`src/hdl/afu_pkg.sv`:
```
// ==============================
// Shared widths, types, host address offsets and handshake line layout
// for the batch engine. Referenced by scoped name only.
// ==============================
package afu_pkg;

	// ==============================
	// Data and address types
	// ==============================
	typedef logic [511:0] cl_t;
	typedef logic [57:0]  addr_t;
	typedef logic [63:0]  host_ptr_t;

	// One bit wider than the read index, so a full batch of 256 fits
	typedef logic [8:0]   batch_size_t;
	typedef logic [10:0]  cl_count_t;

	localparam int CL_PER_READ = 4;

	// Line offsets from the source pointer
	localparam host_ptr_t HANDSHAKE_OFFSET = host_ptr_t'(50331648 + 16384 - 1);
	localparam host_ptr_t INPUT_OFFSET     = HANDSHAKE_OFFSET + host_ptr_t'(1);

	// ==============================
	// Handshake line fields
	// ==============================
	localparam int TAG0_BIT  = 480;
	localparam int TAG1_BIT  = 482;
	localparam int BATCH_LSB = 448;

	// Top 32 bits of the done word
	localparam logic [31:0] DONE_CODE = 32'd16;

	// ==============================
	// FSM encodings
	// ==============================
	typedef enum logic [2:0] {
		FETCH_IDLE,
		FETCH_POLL,
		FETCH_CHECK,
		FETCH_LOAD,
		FETCH_WAIT_DONE
	} fetch_state_t;

	typedef enum logic [2:0] {
		WR_IDLE,
		WR_READ,
		WR_SEND,
		WR_FENCE,
		WR_DONE,
		WR_FENCE_2
	} writer_state_t;

endpackage

```
`src/hdl/result_writer.sv`:
```
// ==============================
// Copies buffered lines to the destination area, then closes the batch
// with fence, done word to the handshake line, and a second fence.
// ==============================
`timescale 1ns/1ns

module result_writer (
	input  logic                CLK_400M,
	input  logic                reset_n,
	input  afu_pkg::host_ptr_t  io_src_ptr,
	input  afu_pkg::host_ptr_t  io_dst_ptr,
	input  logic                spl_tx_wr_almostfull,
	input  logic                batch_ready,
	input  afu_pkg::cl_count_t  batch_lines,
	input  afu_pkg::cl_t        buf_rd_data,
	output afu_pkg::cl_count_t  buf_rd_addr,
	output logic                cor_tx_wr_valid,
	output logic                cor_tx_fence_valid,
	output logic                cor_tx_done_valid,
	output afu_pkg::addr_t      cor_tx_wr_addr,
	output afu_pkg::cl_t        cor_tx_data,
	output logic                batch_done
);

	// Done code in the top word, zero below
	localparam afu_pkg::cl_t DONE_WORD =
		{afu_pkg::DONE_CODE, {($bits(afu_pkg::cl_t) - 32){1'b0}}};

	afu_pkg::writer_state_t state;
	afu_pkg::cl_count_t     line_idx;
	afu_pkg::cl_count_t     line_count;

	afu_pkg::addr_t         hand_base;
	afu_pkg::addr_t         dst_base;
	logic                   wr_go;
	logic                   wr_req;
	logic                   is_fence;
	logic                   last_line;

	assign hand_base = afu_pkg::addr_t'(io_src_ptr + afu_pkg::HANDSHAKE_OFFSET);
	assign dst_base  = afu_pkg::addr_t'(io_dst_ptr);

	assign wr_go     = ~spl_tx_wr_almostfull;
	assign last_line = (line_idx == line_count - 1'b1);

	// ==============================
	// Write request outputs
	// ==============================
	// States that hold a write waiting for room
	assign wr_req = (state == afu_pkg::WR_SEND) || (state == afu_pkg::WR_FENCE) ||
	                (state == afu_pkg::WR_DONE) || (state == afu_pkg::WR_FENCE_2);
	assign is_fence = (state == afu_pkg::WR_FENCE) || (state == afu_pkg::WR_FENCE_2);

	assign cor_tx_wr_valid    = wr_req & wr_go;
	assign cor_tx_fence_valid = is_fence & wr_go;
	assign cor_tx_done_valid  = (state == afu_pkg::WR_DONE) & wr_go;

	assign buf_rd_addr = line_idx;

	always_comb begin
		case (state)
			afu_pkg::WR_SEND: begin
				cor_tx_wr_addr = dst_base + afu_pkg::addr_t'(line_idx);
				cor_tx_data    = buf_rd_data;
			end
			afu_pkg::WR_DONE: begin
				cor_tx_wr_addr = hand_base;
				cor_tx_data    = DONE_WORD;
			end
			default: begin
				cor_tx_wr_addr = hand_base;
				cor_tx_data    = '0;
			end
		endcase
	end

	// ==============================
	// Writer FSM
	// ==============================
	always_ff @(posedge CLK_400M) begin
		if (!reset_n) begin
			state      <= afu_pkg::WR_IDLE;
			line_idx   <= '0;
			line_count <= '0;
			batch_done <= 1'b0;
		end else begin
			batch_done <= 1'b0;
			case (state)
				afu_pkg::WR_IDLE: begin
					if (batch_ready) begin
						line_idx   <= '0;
						line_count <= batch_lines;
						// Empty batch only gets the closing sequence
						state <= (batch_lines == '0) ? afu_pkg::WR_FENCE : afu_pkg::WR_READ;
					end
				end

				// Address is on the buffer, data valid next cycle
				afu_pkg::WR_READ: begin
					state <= afu_pkg::WR_SEND;
				end

				afu_pkg::WR_SEND: begin
					if (wr_go) begin
						line_idx <= line_idx + 1'b1;
						state    <= last_line ? afu_pkg::WR_FENCE : afu_pkg::WR_READ;
					end
				end

				afu_pkg::WR_FENCE: begin
					if (wr_go) begin
						state <= afu_pkg::WR_DONE;
					end
				end

				afu_pkg::WR_DONE: begin
					if (wr_go) begin
						state <= afu_pkg::WR_FENCE_2;
					end
				end

				afu_pkg::WR_FENCE_2: begin
					if (wr_go) begin
						batch_done <= 1'b1;
						state      <= afu_pkg::WR_IDLE;
					end
				end

				default: begin
					state <= afu_pkg::WR_IDLE;
				end
			endcase
		end
	end

endmodule

```
`config.mk`:
```
export PLATFORM = sky130hd
export DESIGN_NAME = result_writer
export DESIGN_NICKNAME = d
export VERILOG_FILES = /design/src/hdl/afu_pkg.sv /design/src/hdl/result_writer.sv
export SDC_FILE = /design/constraint.sdc
export NUM_CORES = 1
export LEC_CHECK = 0
export BUFFER_PORTS_ARGS = -buffer_cell sky130_fd_sc_hd__buf_2
export CORE_AREA = 2 2 488 490
export CTS_BUF_LIST = sky130_fd_sc_hd__clkbuf_2 sky130_fd_sc_hd__clkbuf_4 sky130_fd_sc_hd__clkbuf_8
export CTS_CLUSTER_DIAMETER = 100
export CTS_CLUSTER_SIZE = 20
export DETAILED_ROUTE_END_ITERATION = 12
export DIE_AREA = 0 0 490 492
export MAX_ROUTING_LAYER = met4
export RECOVER_POWER = 100
export SLEW_MARGIN = 20
export SYNTH_ARGS = -nofsm -noshare
export SYNTH_HDL_FRONTEND = slang
export SYNTH_SLANG_ARGS = --single-unit
```
`constraint.sdc`:
```
create_clock -name CLK_400M -period 4.69 [get_ports CLK_400M]
set_clock_uncertainty 0.05 [all_clocks]
set_input_delay 0.938 -clock CLK_400M [delete_from_list [all_inputs] [get_ports CLK_400M]]
set_output_delay 0.938 -clock CLK_400M [all_outputs]
set_load 0.005 [all_outputs]
```
==> impl_metrics.csv <==
group,metric,value,unit
status,outcome,"finished, violations left",
status,violations,"capacitance limit, slew limit",
setup_path,crit_required,3700,ps
setup_path,ff2ff_path_depth,5,
sta,whs,426,ps
sta,timing.slew.headroom,-2.54,%
synth,synth_edf_count,0,
clocking,cts_hold_buf,0,
setup_path,crit_path_max_incr_delay,420,ps
die,die_h,492,um
power,ir_drop,104,uV
routing,drt-initial-drc-count,719,
global_route,grt_use_total,18.7,%
routing,drtAntennaViolNets,0,
sta,rsz0062_at_grt,"no",
setup_path,cp_max_fo,27,
sta,fmax,0.220,GHz
sta,drv_slew,33,
hold_path,hold_path.class,"flop to flop",
synth,synthFlopType,"dfxtp_1",
routing,via_per_inst,2.70,
setup_path,crit_slowest_cell,"fa_1",
sta,min_period,4550,ps
placed_design,io_buffers,1227,
synth,syn_area_per_cell,6.48,um^2
synth,syn_area,0.00816,mm^2
setup_path,worstPathCellList,"buf_2 -> ha_1 -> fa_1 -> a21o_1 -> a221o_1 -> a31oi_1 -> buf_12 -> nor3_1 -> mux2i_1 -> nand3_1 -> clkbuf_2",
clocking,cts_resized,0,
final_layout,final_cell_mix,"buf_2, clkbuf_1, and2_1",
setup_path,regToRegSetupSlack,1810,ps
final_layout,syn2layout_area_growth,123,%
clocking,htree_levels,1,
sta,min_period_over_period,97.0,%
hold_path,min_to,"line_count[10]$_SDFFE_PN0P_",
die,ios,1240,
global_route,first_global_vias,13500,
final_layout,mostFrequentLayoutCell,"buf_2",
die,core_region_area,0.236,mm^2
routing,wl,229000,um
synth,ys_ff_latch,26,
synth,synth_cells,1259,
setup_path,path_class,"input port to primary output",
clocking,root_buffer,"clkbuf_8",
final_layout,n_fill_cell,28400,
final_layout,multi_input_area,0.00723,mm^2
placed_design,gp_congestion,1.00,
routing,drc,0,
sta,tns,0,ps
clocking,clk_latency,280,ps
die,die-area,0.241,mm^2
synth,async_flop_share,0,%
die,initial_utilization,3.45,%
die,row_count,179,
final_layout,seqCellArea,520,um^2
global_route,grt_antenna_before_repair,366,
clocking,cts_buffers,3,
hold_path,holdPathStages,2,
clocking,clock_path_buffers,2,
clocking,cts_tree,"done",
routing,via_count,15400,
global_route,grt_pass1_wl,257000,um
sta,hold_violations,0,
setup_path,critical_path_arrival,3560,ps
synth,synth_nets,1929,
sta,setup_violations,0,
clocking,clk_pin_slew,100,ps
setup_path,reg2reg_from,"state[1]$_SDFFE_PN0P_",
final_layout,drive_gt1_share,39.5,%
final_layout,fin_nets,3112,
power,powerDensity,104,mW/mm^2
power,power_leakage,7.41,nW
clocking,post-cts-setup-buffer-count,0,
global_route,grt_max_degree,151,
die,dieWidth,490,um
run,max_cap_viol_count,1,
routing,wl_per_cell,40.0,um
sta,worst_slew_pin_slew,1540,ps
global_route,grt_overflow_total,0,
hold_path,min_from,"line_count[10]$_SDFFE_PN0P_",
placed_design,dp_hpwl,221000,um
setup_path,rr_endpoint,"buf_rd_addr[5]$_SDFFE_PN0P_",
synth,ys_seq_area_share,6.38,%
routing,drt_first_pass_iters,5,
clocking,clock_sinks,26,
power,power.total,1.90,mW
setup_path,startpoint_type,"input port",
synth,synth_cell_types,59,
setup_path,end_kind,"primary output",
synth,yosysWarnings,0,
kinds of logic (layout without fill, tap and decap cells):
group | count (synthesis) | in the layout | synth area share, %
muxes | 34 | 34 | 4.19
xor gates and xnor gates | 118 | 118 | 12.8
adders and majority gates | 15 | 15 | 2.39
DFF | 26 | 26 | 6.38
buffers and inverters | 105 | 1287 | 5.04
other | 0 | 115 | 0
AOI/OAI and AO/OA | 106 | 106 | 7.73
and+or+nand+nor | 855 | 855 | 61.4
critical path, delay by kind of cell:
kind                       cells  cell delay [ps]
AOI/OAI and AO/OA              3              830
and+or+nand+nor                2              320
muxes                          1              240
buffers and inverters          3              570
adders and majority gates      2              660
synthesized netlist by cell type (2+ instances only):
cell type / number / area [um^2]
or3b_2: 2 / 17.5
nand2_1: 88 / 330
nor3_1: 44 / 220
a21o_1: 4 / 30.0
nor4b_1: 13 / 114
o211ai_1: 4 / 30.0
clkbuf_1: 84 / 315
nand4_1: 20 / 125
nor3b_1: 11 / 82.6
o21ai_0: 26 / 130
buf_6: 2 / 22.5
or2_2: 3 / 18.8
xnor2_2: 2 / 32.5
and2_1: 517 / 3230
dfxtp_1: 26 / 521
nand2b_1: 3 / 18.8
and4_1: 8 / 70.1
o41ai_1: 2 / 17.5
a21oi_1: 46 / 230
nor4_2: 2 / 25.0
o31ai_1: 5 / 37.5
or4b_1: 2 / 20.0
o311ai_0: 2 / 17.5
inv_1: 15 / 56.3
or4_1: 2 / 15.0
a31oi_1: 3 / 18.8
nor2_1: 65 / 244
ha_1: 14 / 175
and3_1: 9 / 56.3
nand3_1: 25 / 125
o21a_1: 3 / 22.5
xor2_1: 35 / 307
nor4b_2: 2 / 30.0
nor2b_1: 4 / 25.0
buf_2: 2 / 10.0
nor4_1: 19 / 119
mux2i_1: 33 / 330
xnor2_1: 81 / 709
or3_1: 11 / 68.8
sequential cells by signal (all words and copies together), names as in the netlist:
name	flops
batch_done	1
line_count	11
state	3
buf_rd_addr	11
layer usage:
layer | up-vias | global-route usage (%) | share of wire [%]
met5 | - | - | 0
met4 | 0 | 4.71 | 5.3
met3 | 638 | 9.29 | 12
met2 | 1486 | 39.1 | 57
met1 | 6645 | 13.2 | 26
li1 | 6675 | - | -
worst max-delay path by stage:
stage	to	from	cells past startpoint	slack, ps
finish	cor_tx_wr_addr[54]	io_dst_ptr[0]	11	140
global placement	cor_tx_wr_addr[56]	io_src_ptr[0]	12	20
global route	cor_tx_wr_addr[54]	io_dst_ptr[0]	11	60
floorplan	cor_tx_wr_addr[24]	io_dst_ptr[0]	9	610
CTS	cor_tx_wr_addr[56]	io_src_ptr[0]	12	30
detailed placement	cor_tx_wr_addr[56]	io_src_ptr[0]	12	30
power breakdown:
| part | switching, mW | leakage, nW | total (mW) | internal [mW] |
|---|---|---|---|---|
| clock | 0.0806 | 0.0364 | 0.195 | 0.114 |
| sequential | 0.0153 | 0.211 | 0.245 | 0.230 |
| combinational | 0.948 | 7.16 | 1.46 | 0.508 |
metrics by stage:
| step | setup slack (ps) | instance area [um^2] | utilization [%] | std cells |
|---|---|---|---|---|
| after global routing | 60.7 | 18200 | 7.69 | 5714 |
| after floorplan | 614 | 8160 | - | 1259 |
| after detailed placement | 30.2 | 18300 | 7.75 | 5604 |
| after global placement | 24.7 | 18300 | 7.75 | 5604 |
| final | 143 | 18200 | 7.70 | 5723 |
| after CTS | 29.3 | 18400 | 7.78 | 5608 |
area by class of cell:
type | instances | area share [%]
well taps | 3167 | 21.8
inverters | 16 | 0.330
clock buffers | 3 | 0.227
diodes | 115 | 1.58
multi-input cells | 1128 | 39.8
repair buffers | 1267 | 33.3
clock inverters | 1 | 0.165
flip-flops and latches | 26 | 2.86
Power figures use the tool's default switching activity.
