[src/hdl/afu_pkg.sv]
// ==============================
// Shared widths, types, host address offsets and handshake line layout
// for the batch engine. Referenced by scoped name only.
// ==============================
package afu_pkg;

	// ==============================
	// Data and address types
	// ==============================
	typedef logic [511:0] cl_t;
	typedef logic [57:0]  addr_t;
	typedef logic [63:0]  host_ptr_t;

	// One bit wider than the read index, so a full batch of 256 fits
	typedef logic [8:0]   batch_size_t;
	typedef logic [10:0]  cl_count_t;

	localparam int CL_PER_READ = 4;

	// Line offsets from the source pointer
	localparam host_ptr_t HANDSHAKE_OFFSET = host_ptr_t'(50331648 + 16384 - 1);
	localparam host_ptr_t INPUT_OFFSET     = HANDSHAKE_OFFSET + host_ptr_t'(1);

	// ==============================
	// Handshake line fields
	// ==============================
	localparam int TAG0_BIT  = 480;
	localparam int TAG1_BIT  = 482;
	localparam int BATCH_LSB = 448;

	// Top 32 bits of the done word
	localparam logic [31:0] DONE_CODE = 32'd16;

	// ==============================
	// FSM encodings
	// ==============================
	typedef enum logic [2:0] {
		FETCH_IDLE,
		FETCH_POLL,
		FETCH_CHECK,
		FETCH_LOAD,
		FETCH_WAIT_DONE
	} fetch_state_t;

	typedef enum logic [2:0] {
		WR_IDLE,
		WR_READ,
		WR_SEND,
		WR_FENCE,
		WR_DONE,
		WR_FENCE_2
	} writer_state_t;

endpackage

[src/hdl/batch_fetch.sv]
// ==============================
// Polls the host handshake line, then streams the batch's input lines
// into the read buffer. Hands the batch to the writer via batch_ready.
// ==============================
`timescale 1ns/1ns

module batch_fetch #(
	parameter int MAX_READS = 256
) (
	input  logic                CLK_400M,
	input  logic                reset_n,
	input  logic                core_start,
	input  afu_pkg::host_ptr_t  io_src_ptr,
	input  logic                spl_tx_rd_almostfull,
	input  logic                io_rx_rd_valid,
	input  afu_pkg::cl_t        io_rx_data,
	input  logic                batch_done,
	output logic                cor_tx_rd_valid,
	output afu_pkg::addr_t      cor_tx_rd_addr,
	output logic                buf_wr_en,
	output afu_pkg::cl_count_t  buf_wr_addr,
	output afu_pkg::cl_t        buf_wr_data,
	output logic                batch_ready,
	output afu_pkg::cl_count_t  batch_lines
);

	// Largest batch the buffer can hold
	localparam afu_pkg::batch_size_t MAX_SIZE = afu_pkg::batch_size_t'(MAX_READS);

	afu_pkg::fetch_state_t state;
	logic                  expected_tag;
	logic                  rd_req_q;
	afu_pkg::addr_t        rd_addr_q;
	afu_pkg::cl_count_t    issue_cnt;
	afu_pkg::cl_count_t    recv_cnt;

	afu_pkg::addr_t        hand_base;
	afu_pkg::addr_t        input_base;
	logic                  rd_fire;
	logic                  tag_hit;
	afu_pkg::batch_size_t  hs_batch_size;
	afu_pkg::batch_size_t  load_reads;

	assign hand_base  = afu_pkg::addr_t'(io_src_ptr + afu_pkg::HANDSHAKE_OFFSET);
	assign input_base = afu_pkg::addr_t'(io_src_ptr + afu_pkg::INPUT_OFFSET);

	// ==============================
	// Handshake line decode
	// ==============================
	assign tag_hit = expected_tag ? io_rx_data[afu_pkg::TAG1_BIT]
	                              : io_rx_data[afu_pkg::TAG0_BIT];
	assign hs_batch_size = io_rx_data[afu_pkg::BATCH_LSB +: $bits(afu_pkg::batch_size_t)];
	assign load_reads = (hs_batch_size > MAX_SIZE) ? MAX_SIZE : hs_batch_size;

	// Pending request goes out only while the read path has room
	assign rd_fire         = rd_req_q & ~spl_tx_rd_almostfull;
	assign cor_tx_rd_valid = rd_fire;
	assign cor_tx_rd_addr  = rd_addr_q;

	// Responses land in the buffer the cycle they arrive
	assign buf_wr_en   = (state == afu_pkg::FETCH_LOAD) & io_rx_rd_valid;
	assign buf_wr_addr = recv_cnt;
	assign buf_wr_data = io_rx_data;

	// ==============================
	// Fetch FSM
	// ==============================
	always_ff @(posedge CLK_400M) begin
		if (!reset_n) begin
			state        <= afu_pkg::FETCH_IDLE;
			expected_tag <= 1'b0;
			rd_req_q     <= 1'b0;
			issue_cnt    <= '0;
			recv_cnt     <= '0;
			batch_lines  <= '0;
			batch_ready  <= 1'b0;
		end else begin
			batch_ready <= 1'b0;
			case (state)
				afu_pkg::FETCH_IDLE: begin
					rd_req_q <= 1'b0;
					if (core_start) begin
						state <= afu_pkg::FETCH_POLL;
					end
				end

				afu_pkg::FETCH_POLL: begin
					rd_req_q  <= 1'b1;
					rd_addr_q <= hand_base;
					state     <= afu_pkg::FETCH_CHECK;
				end

				// One handshake read in flight, wait for its line
				afu_pkg::FETCH_CHECK: begin
					if (rd_fire) begin
						rd_req_q <= 1'b0;
					end
					if (io_rx_rd_valid) begin
						if (tag_hit) begin
							expected_tag <= ~expected_tag;
							batch_lines  <= afu_pkg::cl_count_t'(load_reads * afu_pkg::CL_PER_READ);
							issue_cnt    <= '0;
							recv_cnt     <= '0;
							state        <= afu_pkg::FETCH_LOAD;
						end else begin
							state <= afu_pkg::FETCH_POLL;
						end
					end
				end

				afu_pkg::FETCH_LOAD: begin
					// Refill the request slot whenever it is free or just went out
					if (!rd_req_q || rd_fire) begin
						if (issue_cnt != batch_lines) begin
							rd_req_q  <= 1'b1;
							rd_addr_q <= input_base + afu_pkg::addr_t'(issue_cnt);
							issue_cnt <= issue_cnt + 1'b1;
						end else begin
							rd_req_q <= 1'b0;
						end
					end
					if (io_rx_rd_valid) begin
						recv_cnt <= recv_cnt + 1'b1;
					end
					if (issue_cnt == batch_lines && recv_cnt == batch_lines) begin
						batch_ready <= 1'b1;
						state       <= afu_pkg::FETCH_WAIT_DONE;
					end
				end

				afu_pkg::FETCH_WAIT_DONE: begin
					if (batch_done) begin
						state <= afu_pkg::FETCH_IDLE;
					end
				end

				default: begin
					state <= afu_pkg::FETCH_IDLE;
				end
			endcase
		end
	end

endmodule

[config.mk]
export PLATFORM = sky130hd
export DESIGN_NAME = batch_fetch
export DESIGN_NICKNAME = d
export VERILOG_FILES = /design/src/hdl/afu_pkg.sv /design/src/hdl/batch_fetch.sv
export SDC_FILE = /design/constraint.sdc
export NUM_CORES = 1
export LEC_CHECK = 0
export BUFFER_PORTS_ARGS = -buffer_cell sky130_fd_sc_hd__buf_4
export CORE_AREA = 2 2 461 463
export CTS_BUF_LIST = sky130_fd_sc_hd__clkbuf_16
export CTS_CLUSTER_SIZE = 25
export DETAILED_ROUTE_END_ITERATION = 8
export DIE_AREA = 0 0 463 465
export SYNTH_ARGS = -nofsm -noshare
export SYNTH_HDL_FRONTEND = slang
export SYNTH_SLANG_ARGS = --single-unit
[constraint.sdc]
create_clock -name CLK_400M -period 3.8 [get_ports CLK_400M]
set_clock_uncertainty 0.05 [all_clocks]
set_input_delay 0.76 -clock CLK_400M [delete_from_list [all_inputs] [get_ports CLK_400M]]
set_output_delay 0.76 -clock CLK_400M [all_outputs]
set_load 0.02 [all_outputs]
==> results of run 1 <==
==> synth_stat cells, drive strengths merged (6+ instances only) <==
cell type and count:
o31ai 8, nor3 8, nor2 50, buf 520, clkbuf 12, nor4 6, nand4 14, and3 23
ha 16, o211ai 12, nand3 18, or2 8, xor2 35, o21a 7, and2 8, o21ai 19
nor2b 8, a21oi 32, inv 12, nand2 52, edfxtp 58, xnor2 58, dfxtp 37
==> state kept, by name, indices dropped and copies added, names as in the netlist <==
register,flops
cor_tx_rd_addr,58
buf_wr_addr,11
issue_cnt,11
batch_lines,9
state,3
batch_ready,1
expected_tag,1
rd_req_q,1
==> how the worst max path moves through the flow <==
stage	startpoint	endpoint	slack, ns	cells past startpoint
floorplan	spl_tx_rd_almostfull	cor_tx_rd_addr[0]	0.80	3
global placement	io_src_ptr[10]	cor_tx_rd_addr[56]	0.30	9
detailed placement	io_src_ptr[10]	cor_tx_rd_addr[42]	0.29	9
CTS	issue_cnt[0]	cor_tx_rd_addr[56]	0.59	9
global route	issue_cnt[0]	cor_tx_rd_addr[32]	0.28	9
finish	issue_cnt[0]	cor_tx_rd_addr[56]	0.53	9
==> layout make-up <==
type | count | area share, %
well taps | 2821 | 32.9
multi-input cells | 452 | 28.5
clock inverters | 6 | 0.571
repair buffers | 172 | 12.1
flip-flops and latches | 95 | 23.1
diodes | 2 | 0.0466
inverters | 12 | 0.420
clock buffers | 10 | 2.33
==> per-layer routing <==
metal,part of all wire [%],global-route usage [%]
met5,0.43,2.39
met4,2.5,3.22
met3,29,21.4
met2,58,32.3
met1,11,4.86
==> through the flow <==
| step | instance area (µm²) | util [%] | total power [mW] | hold WS [ns] |
|---|---|---|---|---|
| 2_1_floorplan | 9530 | - | 2.52 | 0.474 |
| 3_3_place_gp | 10400 | 4.94 | 2.20 | 0.473 |
| 4_1_cts | 10700 | 5.09 | 3.23 | 0.493 |
| 5_1_grt | 10700 | 5.09 | 3.31 | 0.525 |
| 6_report | 10700 | 5.09 | 3.15 | 0.492 |
| 3_5_place_dp | 10400 | 4.94 | 2.20 | 0.483 |
==> worst reg2reg max path, cell delays in order (launching register included) <==
cell	delay [ns]
sky130_fd_sc_hd__dfxtp_1	0.51
sky130_fd_sc_hd__ha_1	0.27
sky130_fd_sc_hd__fa_1	0.23
sky130_fd_sc_hd__a21oi_1	0.10
sky130_fd_sc_hd__nand4b_1	0.26
sky130_fd_sc_hd__a21oi_1	0.27
sky130_fd_sc_hd__o211ai_1	0.19
sky130_fd_sc_hd__a21oi_2	0.73
sky130_fd_sc_hd__o2111ai_1	0.23
sky130_fd_sc_hd__xnor2_1	0.17
==> kinds of logic (layout without fill, tap and decap cells) <==
family / Yosys count / in the layout / synth area share, %
mux: 3 / 3 / 0.328
buf+inv: 544 / 200 / 41.9
simple gates: 222 / 222 / 12.3
other cells: 1 / 4 / 0.0394
flops: 95 / 95 / 26.1
fa+ha+maj: 17 / 17 / 2.31
xor+xnor: 93 / 93 / 8.55
compound gates: 115 / 115 / 8.55
==> cell usage in the layout (no fill, tap or decap), drive strengths merged, types with 3 or more instances in the layout <==
master	netlist	final
buf	520	172
xnor2	58	58
edfxtp	58	58
nand2	52	52
nor2	50	50
dfxtp	37	37
xor2	35	35
a21oi	32	32
and3	23	23
o21ai	19	19
nand3	18	18
ha	16	16
inv	12	16
nand4	14	14
o211ai	12	12
clkbuf	12	10
and2	8	8
nor2b	8	8
nor3	8	8
o31ai	8	8
or2	8	8
o21a	7	7
nor4	6	6
o2111ai	5	5
nor3b	5	5
a31oi	5	5
a22o	5	5
or3	4	4
and4	4	4
a21o	3	3
a211oi	3	3
nor4b	3	3
or4	3	3
==> power by group <==
part / leakage, nW / internal [mW] / total [mW] / switching (mW)
clock: 0.157 / 0.552 / 1.01 / 0.459
sequential: 0.828 / 1.24 / 1.31 / 0.0694
combinational: 2.07 / 0.300 / 0.832 / 0.532
total: 3.05 / 2.09 / 3.15 / 1.06
==> impl_metrics.prom, run 1 <==
# TYPE chip_impl_metric gauge
chip_impl_info{name="status",value="completed"} 1
chip_impl_metric{name="core-area",unit="µm²"} 211000
chip_impl_metric{name="detailedPlacementHpwl",unit="mm"} 170
chip_impl_metric{name="async_flop_share",unit="%"} 0
chip_impl_metric{name="layout.cells.non_filler",unit=""} 3570
chip_impl_metric{name="design.die.area",unit="µm²"} 215000
chip_impl_metric{name="vdd_drop_max",unit="mV"} 0.232
chip_impl_metric{name="synth_cells",unit=""} 1090
chip_impl_metric{name="setup_viol_count_final",unit=""} 0
chip_impl_metric{name="layout_area_overhead",unit="%"} 12.7
chip_impl_info{name="cp_top_family",value="compound AO/OA/AOI/OAI gates"} 1
chip_impl_metric{name="num-fill-cells",unit=""} 24900
chip_impl_metric{name="max_cap_violations",unit=""} 0
chip_impl_info{name="critPathMostFrequentCell",value="sky130_fd_sc_hd__a21oi_1"} 1
chip_impl_metric{name="floorplan.die.width",unit="µm"} 463
chip_impl_metric{name="worst-path-buf-inv",unit=""} 0
chip_impl_metric{name="vias_per_cell",unit=""} 1.82
chip_impl_metric{name="detail_route.iter0.violations",unit=""} 430
chip_impl_metric{name="synth_edf_count",unit=""} 58
chip_impl_metric{name="grt_overflow",unit=""} 0
chip_impl_metric{name="min_delay_path_depth",unit=""} 2
chip_impl_metric{name="post-cts-setup-buffers",unit=""} 0
chip_impl_info{name="startpoint_type",value="register"} 1
chip_impl_metric{name="routed_wirelength",unit="mm"} 176
chip_impl_metric{name="power_leakage",unit="nW"} 3.05
chip_impl_metric{name="drt_pre_antenna_iters",unit=""} 4
chip_impl_metric{name="synth.lib_cells_used.distinct",unit=""} 67
chip_impl_metric{name="cts-buffers-inserted",unit=""} 9
chip_impl_metric{name="drt.antenna.violating_nets",unit=""} 0
chip_impl_info{name="crit-reg2reg-launch",value="issue_cnt[0]"} 1
chip_impl_metric{name="die_height",unit="µm"} 465
chip_impl_metric{name="grt_start_max_net_pins",unit=""} 59
chip_impl_metric{name="cts_hold_buf",unit=""} 0
chip_impl_metric{name="place.port_buffers",unit=""} 166
chip_impl_info{name="critical_path.slowest_cell",value="sky130_fd_sc_hd__a21oi_2"} 1
chip_impl_metric{name="ys_warn_count",unit=""} 0
chip_impl_metric{name="floorplan.initialDensity",unit="%"} 4.52
chip_impl_metric{name="nets",unit=""} 1341
chip_impl_metric{name="gp_congestion",unit=""} 0.886
chip_impl_metric{name="route.detailed.wl_per_inst",unit="µm"} 49.4
chip_impl_info{name="cp-end-kind",value="register"} 1
chip_impl_metric{name="worst_ep_arrival_time",unit="ns"} 3.34
chip_impl_metric{name="layout_cells_sized_above_1",unit="%"} 27.7
chip_impl_metric{name="synth_top_area_share",unit="%"} 40.5
chip_impl_info{name="grt_setup_unrepaired",value="false"} 1
chip_impl_info{name="yosys-top-cells-area",value="sky130_fd_sc_hd__buf_4, sky130_fd_sc_hd__edfxtp_1, sky130_fd_sc_hd__dfxtp_1"} 1
chip_impl_metric{name="period_share",unit="%"} 86.0
chip_impl_info{name="tritoncts_clock_tree",value="yes"} 1
chip_impl_metric{name="fin_tns_setup",unit="ns"} 0
chip_impl_metric{name="cts.reportedPaths.clkPinSlew",unit="ns"} 0.08
chip_impl_info{name="holdCritPathClass",value="reg -> reg"} 1
chip_impl_metric{name="slew_headroom",unit="%"} 40.3
chip_impl_metric{name="first_pass_grt_wire_length",unit="mm"} 191
chip_impl_info{name="synth_area_leader_cell",value="sky130_fd_sc_hd__buf_4"} 1
chip_impl_metric{name="postCtsResizedCells",unit=""} 0
chip_impl_metric{name="critical_path.max_fanout",unit=""} 17
chip_impl_metric{name="detailroute.via_count",unit=""} 6508
chip_impl_metric{name="critical_path_required",unit="ns"} 3.87
chip_impl_metric{name="register_area",unit="µm²"} 2480
chip_impl_info{name="critical_path.cell_chain",value="ha_1 -> fa_1 -> a21oi_1 -> nand4b_1 -> a21oi_1 -> o211ai_1 -> a21oi_2 -> o2111ai_1 -> xnor2_1"} 1
chip_impl_metric{name="pre_cts_ws",unit="ns"} 0.293
chip_impl_info{name="min_delay_worst_endpoint",value="buf_wr_addr[7]"} 1
chip_impl_info{name="ys.flop_type",value="sky130_fd_sc_hd__edfxtp_1"} 1
chip_impl_metric{name="tightest_slew",unit="ns"} 0.895
chip_impl_metric{name="worst-r2r-cell-count",unit=""} 9
chip_impl_metric{name="postSynthRegisterBits",unit=""} 95
chip_impl_metric{name="number_of_global_route_vias_before_repair",unit=""} 5994
chip_impl_metric{name="io_pins",unit=""} 1177
chip_impl_metric{name="cts-htree-levels",unit=""} 3
chip_impl_metric{name="count_of_endpoints_failing_hold_in_the_final_timing_report",unit=""} 0
chip_impl_metric{name="crit_path_max_incr_delay",unit="ns"} 0.73
chip_impl_metric{name="placement_rows",unit=""} 169
chip_impl_metric{name="route.detailed.drc",unit=""} 0
chip_impl_metric{name="final-max-slew-violation-count",unit=""} 0
chip_impl_info{name="r2r-end",value="cor_tx_rd_addr[56]"} 1
chip_impl_metric{name="yosysSeqAreaShare",unit="%"} 26.1
chip_impl_metric{name="multi_input_logic_area",unit="µm²"} 3060
chip_impl_metric{name="power_density",unit="nW/µm²"} 293
chip_impl_metric{name="syn_area",unit="µm²"} 9530
chip_impl_metric{name="cts.path.max_buffers",unit=""} 2
chip_impl_metric{name="worst_slack",unit="ns"} 0.532
chip_impl_metric{name="fin_crit",unit="ns"} 3.27
chip_impl_metric{name="antenna_found_initial",unit=""} 17
chip_impl_metric{name="insertion_delay",unit="ns"} 0.38
chip_impl_metric{name="synth.avg_cell_area",unit="µm²"} 8.74
chip_impl_info{name="clock-root-buffer",value="sky130_fd_sc_hd__clkbuf_16"} 1
chip_impl_metric{name="clock-sinks",unit=""} 95
chip_impl_metric{name="grt_usage",unit="%"} 15.8
chip_impl_metric{name="reg2reg_setup_slack",unit="ns"} 0.53
chip_impl_metric{name="fmax",unit="MHz"} 306
chip_impl_info{name="hold_start",value="buf_wr_addr[7]"} 1
chip_impl_metric{name="cell_count_post_placement",unit=""} 3552
chip_impl_info{name="worstSetupPathType",value="reg -> reg"} 1
Power figures use the tool's default switching activity.
==> run 2: changes to the inputs <==
--- a/config.mk
+++ b/config.mk
@@ -11,6 +11,7 @@
 export CTS_CLUSTER_SIZE = 25
 export DETAILED_ROUTE_END_ITERATION = 8
 export DIE_AREA = 0 0 463 465
+export REMOVE_ABC_BUFFERS = 1
 export SYNTH_ARGS = -nofsm -noshare
 export SYNTH_HDL_FRONTEND = slang
 export SYNTH_SLANG_ARGS = --single-unit
==> run 2 against run 1 <==
Effect of this change:
- combinational power increased by 5.4%
- non-clock buffer count decreased by 3
- via count increased by 30%
- worst hold slack improved by 0.0098 ns
- first-iteration DRC count increased to 2.9 times the previous value
- sequential share of layout area increased by 0.17 points
- global-route usage increased by 12 points
- critical path depth increased by 1
- clock power decreased by 20%
- count of clock-buffer cells in the layout decreased by 1
- critical path type is now in -> reg
- largest cell class unchanged
- largest power group unchanged
==> impl_metrics.prom, run 2 (synthesis results as in run 1) <==
# TYPE chip_impl_metric gauge
chip_impl_info{name="worstSetupPathType",value="in -> reg"} 1
chip_impl_info{name="status",value="completed"} 1
chip_impl_metric{name="share_comb_of_total_power",unit="%"} 29.1
chip_impl_metric{name="route.detailed.drc",unit=""} 0
chip_impl_metric{name="cts_hold_buf",unit=""} 0
chip_impl_metric{name="placement_rows",unit=""} 169
chip_impl_metric{name="period_share",unit="%"} 85.3
chip_impl_metric{name="clkPwrFrac",unit="%"} 27.0
chip_impl_metric{name="clock-sinks",unit=""} 95
chip_impl_metric{name="layout.cells.non_filler",unit=""} 3567
chip_impl_metric{name="core-area",unit="µm²"} 211000
chip_impl_info{name="startpoint_type",value="input pin"} 1
chip_impl_metric{name="fin_tns_setup",unit="ns"} 0
chip_impl_metric{name="cts-htree-levels",unit=""} 3
chip_impl_metric{name="max_cap_violations",unit=""} 0
chip_impl_metric{name="fmax",unit="MHz"} 309
chip_impl_metric{name="first_pass_grt_wire_length",unit="mm"} 325
chip_impl_metric{name="post-cts-setup-buffers",unit=""} 0
chip_impl_metric{name="vdd_drop_max",unit="mV"} 0.206
chip_impl_metric{name="cell_count_post_placement",unit=""} 3549
chip_impl_metric{name="detail_route.iter0.violations",unit=""} 1226
chip_impl_info{name="grt_setup_unrepaired",value="false"} 1
chip_impl_metric{name="routed_wirelength",unit="mm"} 310
chip_impl_metric{name="setup_viol_count_final",unit=""} 0
chip_impl_metric{name="antenna_found_initial",unit=""} 4
chip_impl_metric{name="postCtsResizedCells",unit=""} 0
chip_impl_info{name="cp-end-kind",value="register"} 1
chip_impl_metric{name="net_switching",unit="mW"} 1.05
chip_impl_info{name="clock-root-buffer",value="sky130_fd_sc_hd__clkbuf_16"} 1
chip_impl_info{name="final_common_cell",value="sky130_fd_sc_hd__buf_4"} 1
chip_impl_metric{name="num-fill-cells",unit=""} 24900
chip_impl_metric{name="grt_overflow",unit=""} 0
chip_impl_metric{name="slew_headroom",unit="%"} 39.2
chip_impl_metric{name="worst_ep_arrival_time",unit="ns"} 3.29
chip_impl_metric{name="register_area",unit="µm²"} 2480
chip_impl_metric{name="route.detailed.wl_per_inst",unit="µm"} 87.0
chip_impl_metric{name="largest_reg_flops",unit=""} 58
chip_impl_info{name="final_cell_mix",value="sky130_fd_sc_hd__buf_4, sky130_fd_sc_hd__xnor2_1, sky130_fd_sc_hd__edfxtp_1"} 1
chip_impl_metric{name="multi_input_logic_area",unit="µm²"} 3060
chip_impl_metric{name="cts.reportedPaths.clkPinSlew",unit="ns"} 0.07
chip_impl_metric{name="cts.path.max_buffers",unit=""} 2
chip_impl_metric{name="drt_pre_antenna_iters",unit=""} 5
chip_impl_metric{name="number_of_global_route_vias_before_repair",unit=""} 6196
chip_impl_metric{name="layout_area_overhead",unit="%"} 11.9
chip_impl_metric{name="die_height",unit="µm"} 465
chip_impl_metric{name="detailedPlacementHpwl",unit="mm"} 305
chip_impl_metric{name="place.port_buffers",unit=""} 166
chip_impl_metric{name="share_seq_of_total_power",unit="%"} 44.0
chip_impl_metric{name="floorplan.die.width",unit="µm"} 463
chip_impl_metric{name="count_of_endpoints_failing_hold_in_the_final_timing_report",unit=""} 0
chip_impl_metric{name="tightest_slew",unit="ns"} 0.912
chip_impl_metric{name="layout_cells_sized_above_1",unit="%"} 27.2
chip_impl_info{name="tritoncts_clock_tree",value="yes"} 1
chip_impl_metric{name="gp_congestion",unit=""} 1.40
chip_impl_metric{name="io_pins",unit=""} 1177
chip_impl_metric{name="final-max-slew-violation-count",unit=""} 0
chip_impl_info{name="holdCritPathClass",value="reg -> reg"} 1
chip_impl_metric{name="fin_crit",unit="ns"} 3.24
chip_impl_metric{name="netSwitchingFraction",unit="%"} 34.8
chip_impl_metric{name="critical_path_required",unit="ns"} 3.85
chip_impl_metric{name="critical_path.max_fanout",unit=""} 17
chip_impl_metric{name="vias_per_cell",unit=""} 2.37
chip_impl_metric{name="cts-buffers-inserted",unit=""} 9
chip_impl_metric{name="detailroute.via_count",unit=""} 8469
chip_impl_metric{name="grt_start_max_net_pins",unit=""} 38
chip_impl_metric{name="power_report.internal_total",unit="mW"} 1.97
chip_impl_metric{name="floorplan.initialDensity",unit="%"} 4.52
chip_impl_metric{name="design.die.area",unit="µm²"} 215000
chip_impl_metric{name="power_density",unit="nW/µm²"} 283
chip_impl_metric{name="power_leakage",unit="nW"} 3.02
chip_impl_metric{name="grt_usage",unit="%"} 27.8
chip_impl_metric{name="insertion_delay",unit="ns"} 0.35
chip_impl_metric{name="drt.antenna.violating_nets",unit=""} 0
chip_impl_metric{name="nets",unit=""} 1338
-- run 2: layer usage --
metal	track usage [%]	share of wire (%)	vias up
li1	-	-	2421
met1	2.97	4.6	3397
met2	52.1	52	2408
met3	46.5	35	169
met4	13.6	6.1	74
met5	21.1	2.1	-
-- run 2: power by group through the flow --
stage          combinational [mW]  clock [mW]  sequential, mW
2_1_floorplan               0.283           0            1.42
3_3_place_gp                0.867           0            1.35
3_5_place_dp                0.872           0            1.35
4_1_cts                     0.874       0.829            1.33
5_1_grt                     0.923       0.865            1.34
6_report                    0.877       0.813            1.33
-- run 2: layout make-up --
type                       count  share of cell area (%)
sequential                    95                    23.3
antenna                        2                  0.0470
inverter                      12                   0.423
tap                         2821                    33.1
clock buffer                   9                    2.11
multi-input combinational    452                    28.7
timing repair buffer         169                    12.0
clock inverter                 7                   0.293
-- run 2: through the flow --
step | util, % | instance area, µm² | hold slack (ns) | power, mW | worst slack [ns]
floorplan | - | 5590 | 0.474 | 1.70 | 0.805
global placement | 4.93 | 10400 | 0.474 | 2.21 | 0.303
detailed placement | 4.93 | 10400 | 0.488 | 2.22 | 0.273
CTS | 5.05 | 10700 | 0.496 | 3.03 | 0.621
global route | 5.05 | 10700 | 0.531 | 3.12 | 0.354
finish | 5.06 | 10700 | 0.502 | 3.02 | 0.560
-- run 2: path summary, 6_finish.rpt --
check | from | endpoint | slack [ns] | cells after the start
min reg2reg | buf_wr_addr[5] | buf_wr_addr[5] | 0.50 | 2
max | io_src_ptr[0] | cor_tx_rd_addr[56] | 0.56 | 10
max reg2reg | state[1] | cor_tx_rd_addr[56] | 0.60 | 7
min | buf_wr_addr[5] | buf_wr_addr[5] | 0.50 | 2
-- run 2: worst max-delay path, stage by stage --
cell,delay [ns]
sky130_fd_sc_hd__buf_4,0.12
sky130_fd_sc_hd__ha_1,0.21
sky130_fd_sc_hd__fa_1,0.24
sky130_fd_sc_hd__a21oi_1,0.10
sky130_fd_sc_hd__nand4b_1,0.26
sky130_fd_sc_hd__a21oi_1,0.27
sky130_fd_sc_hd__o211ai_1,0.18
sky130_fd_sc_hd__a21oi_2,0.74
sky130_fd_sc_hd__o2111ai_1,0.21
sky130_fd_sc_hd__xnor2_1,0.18
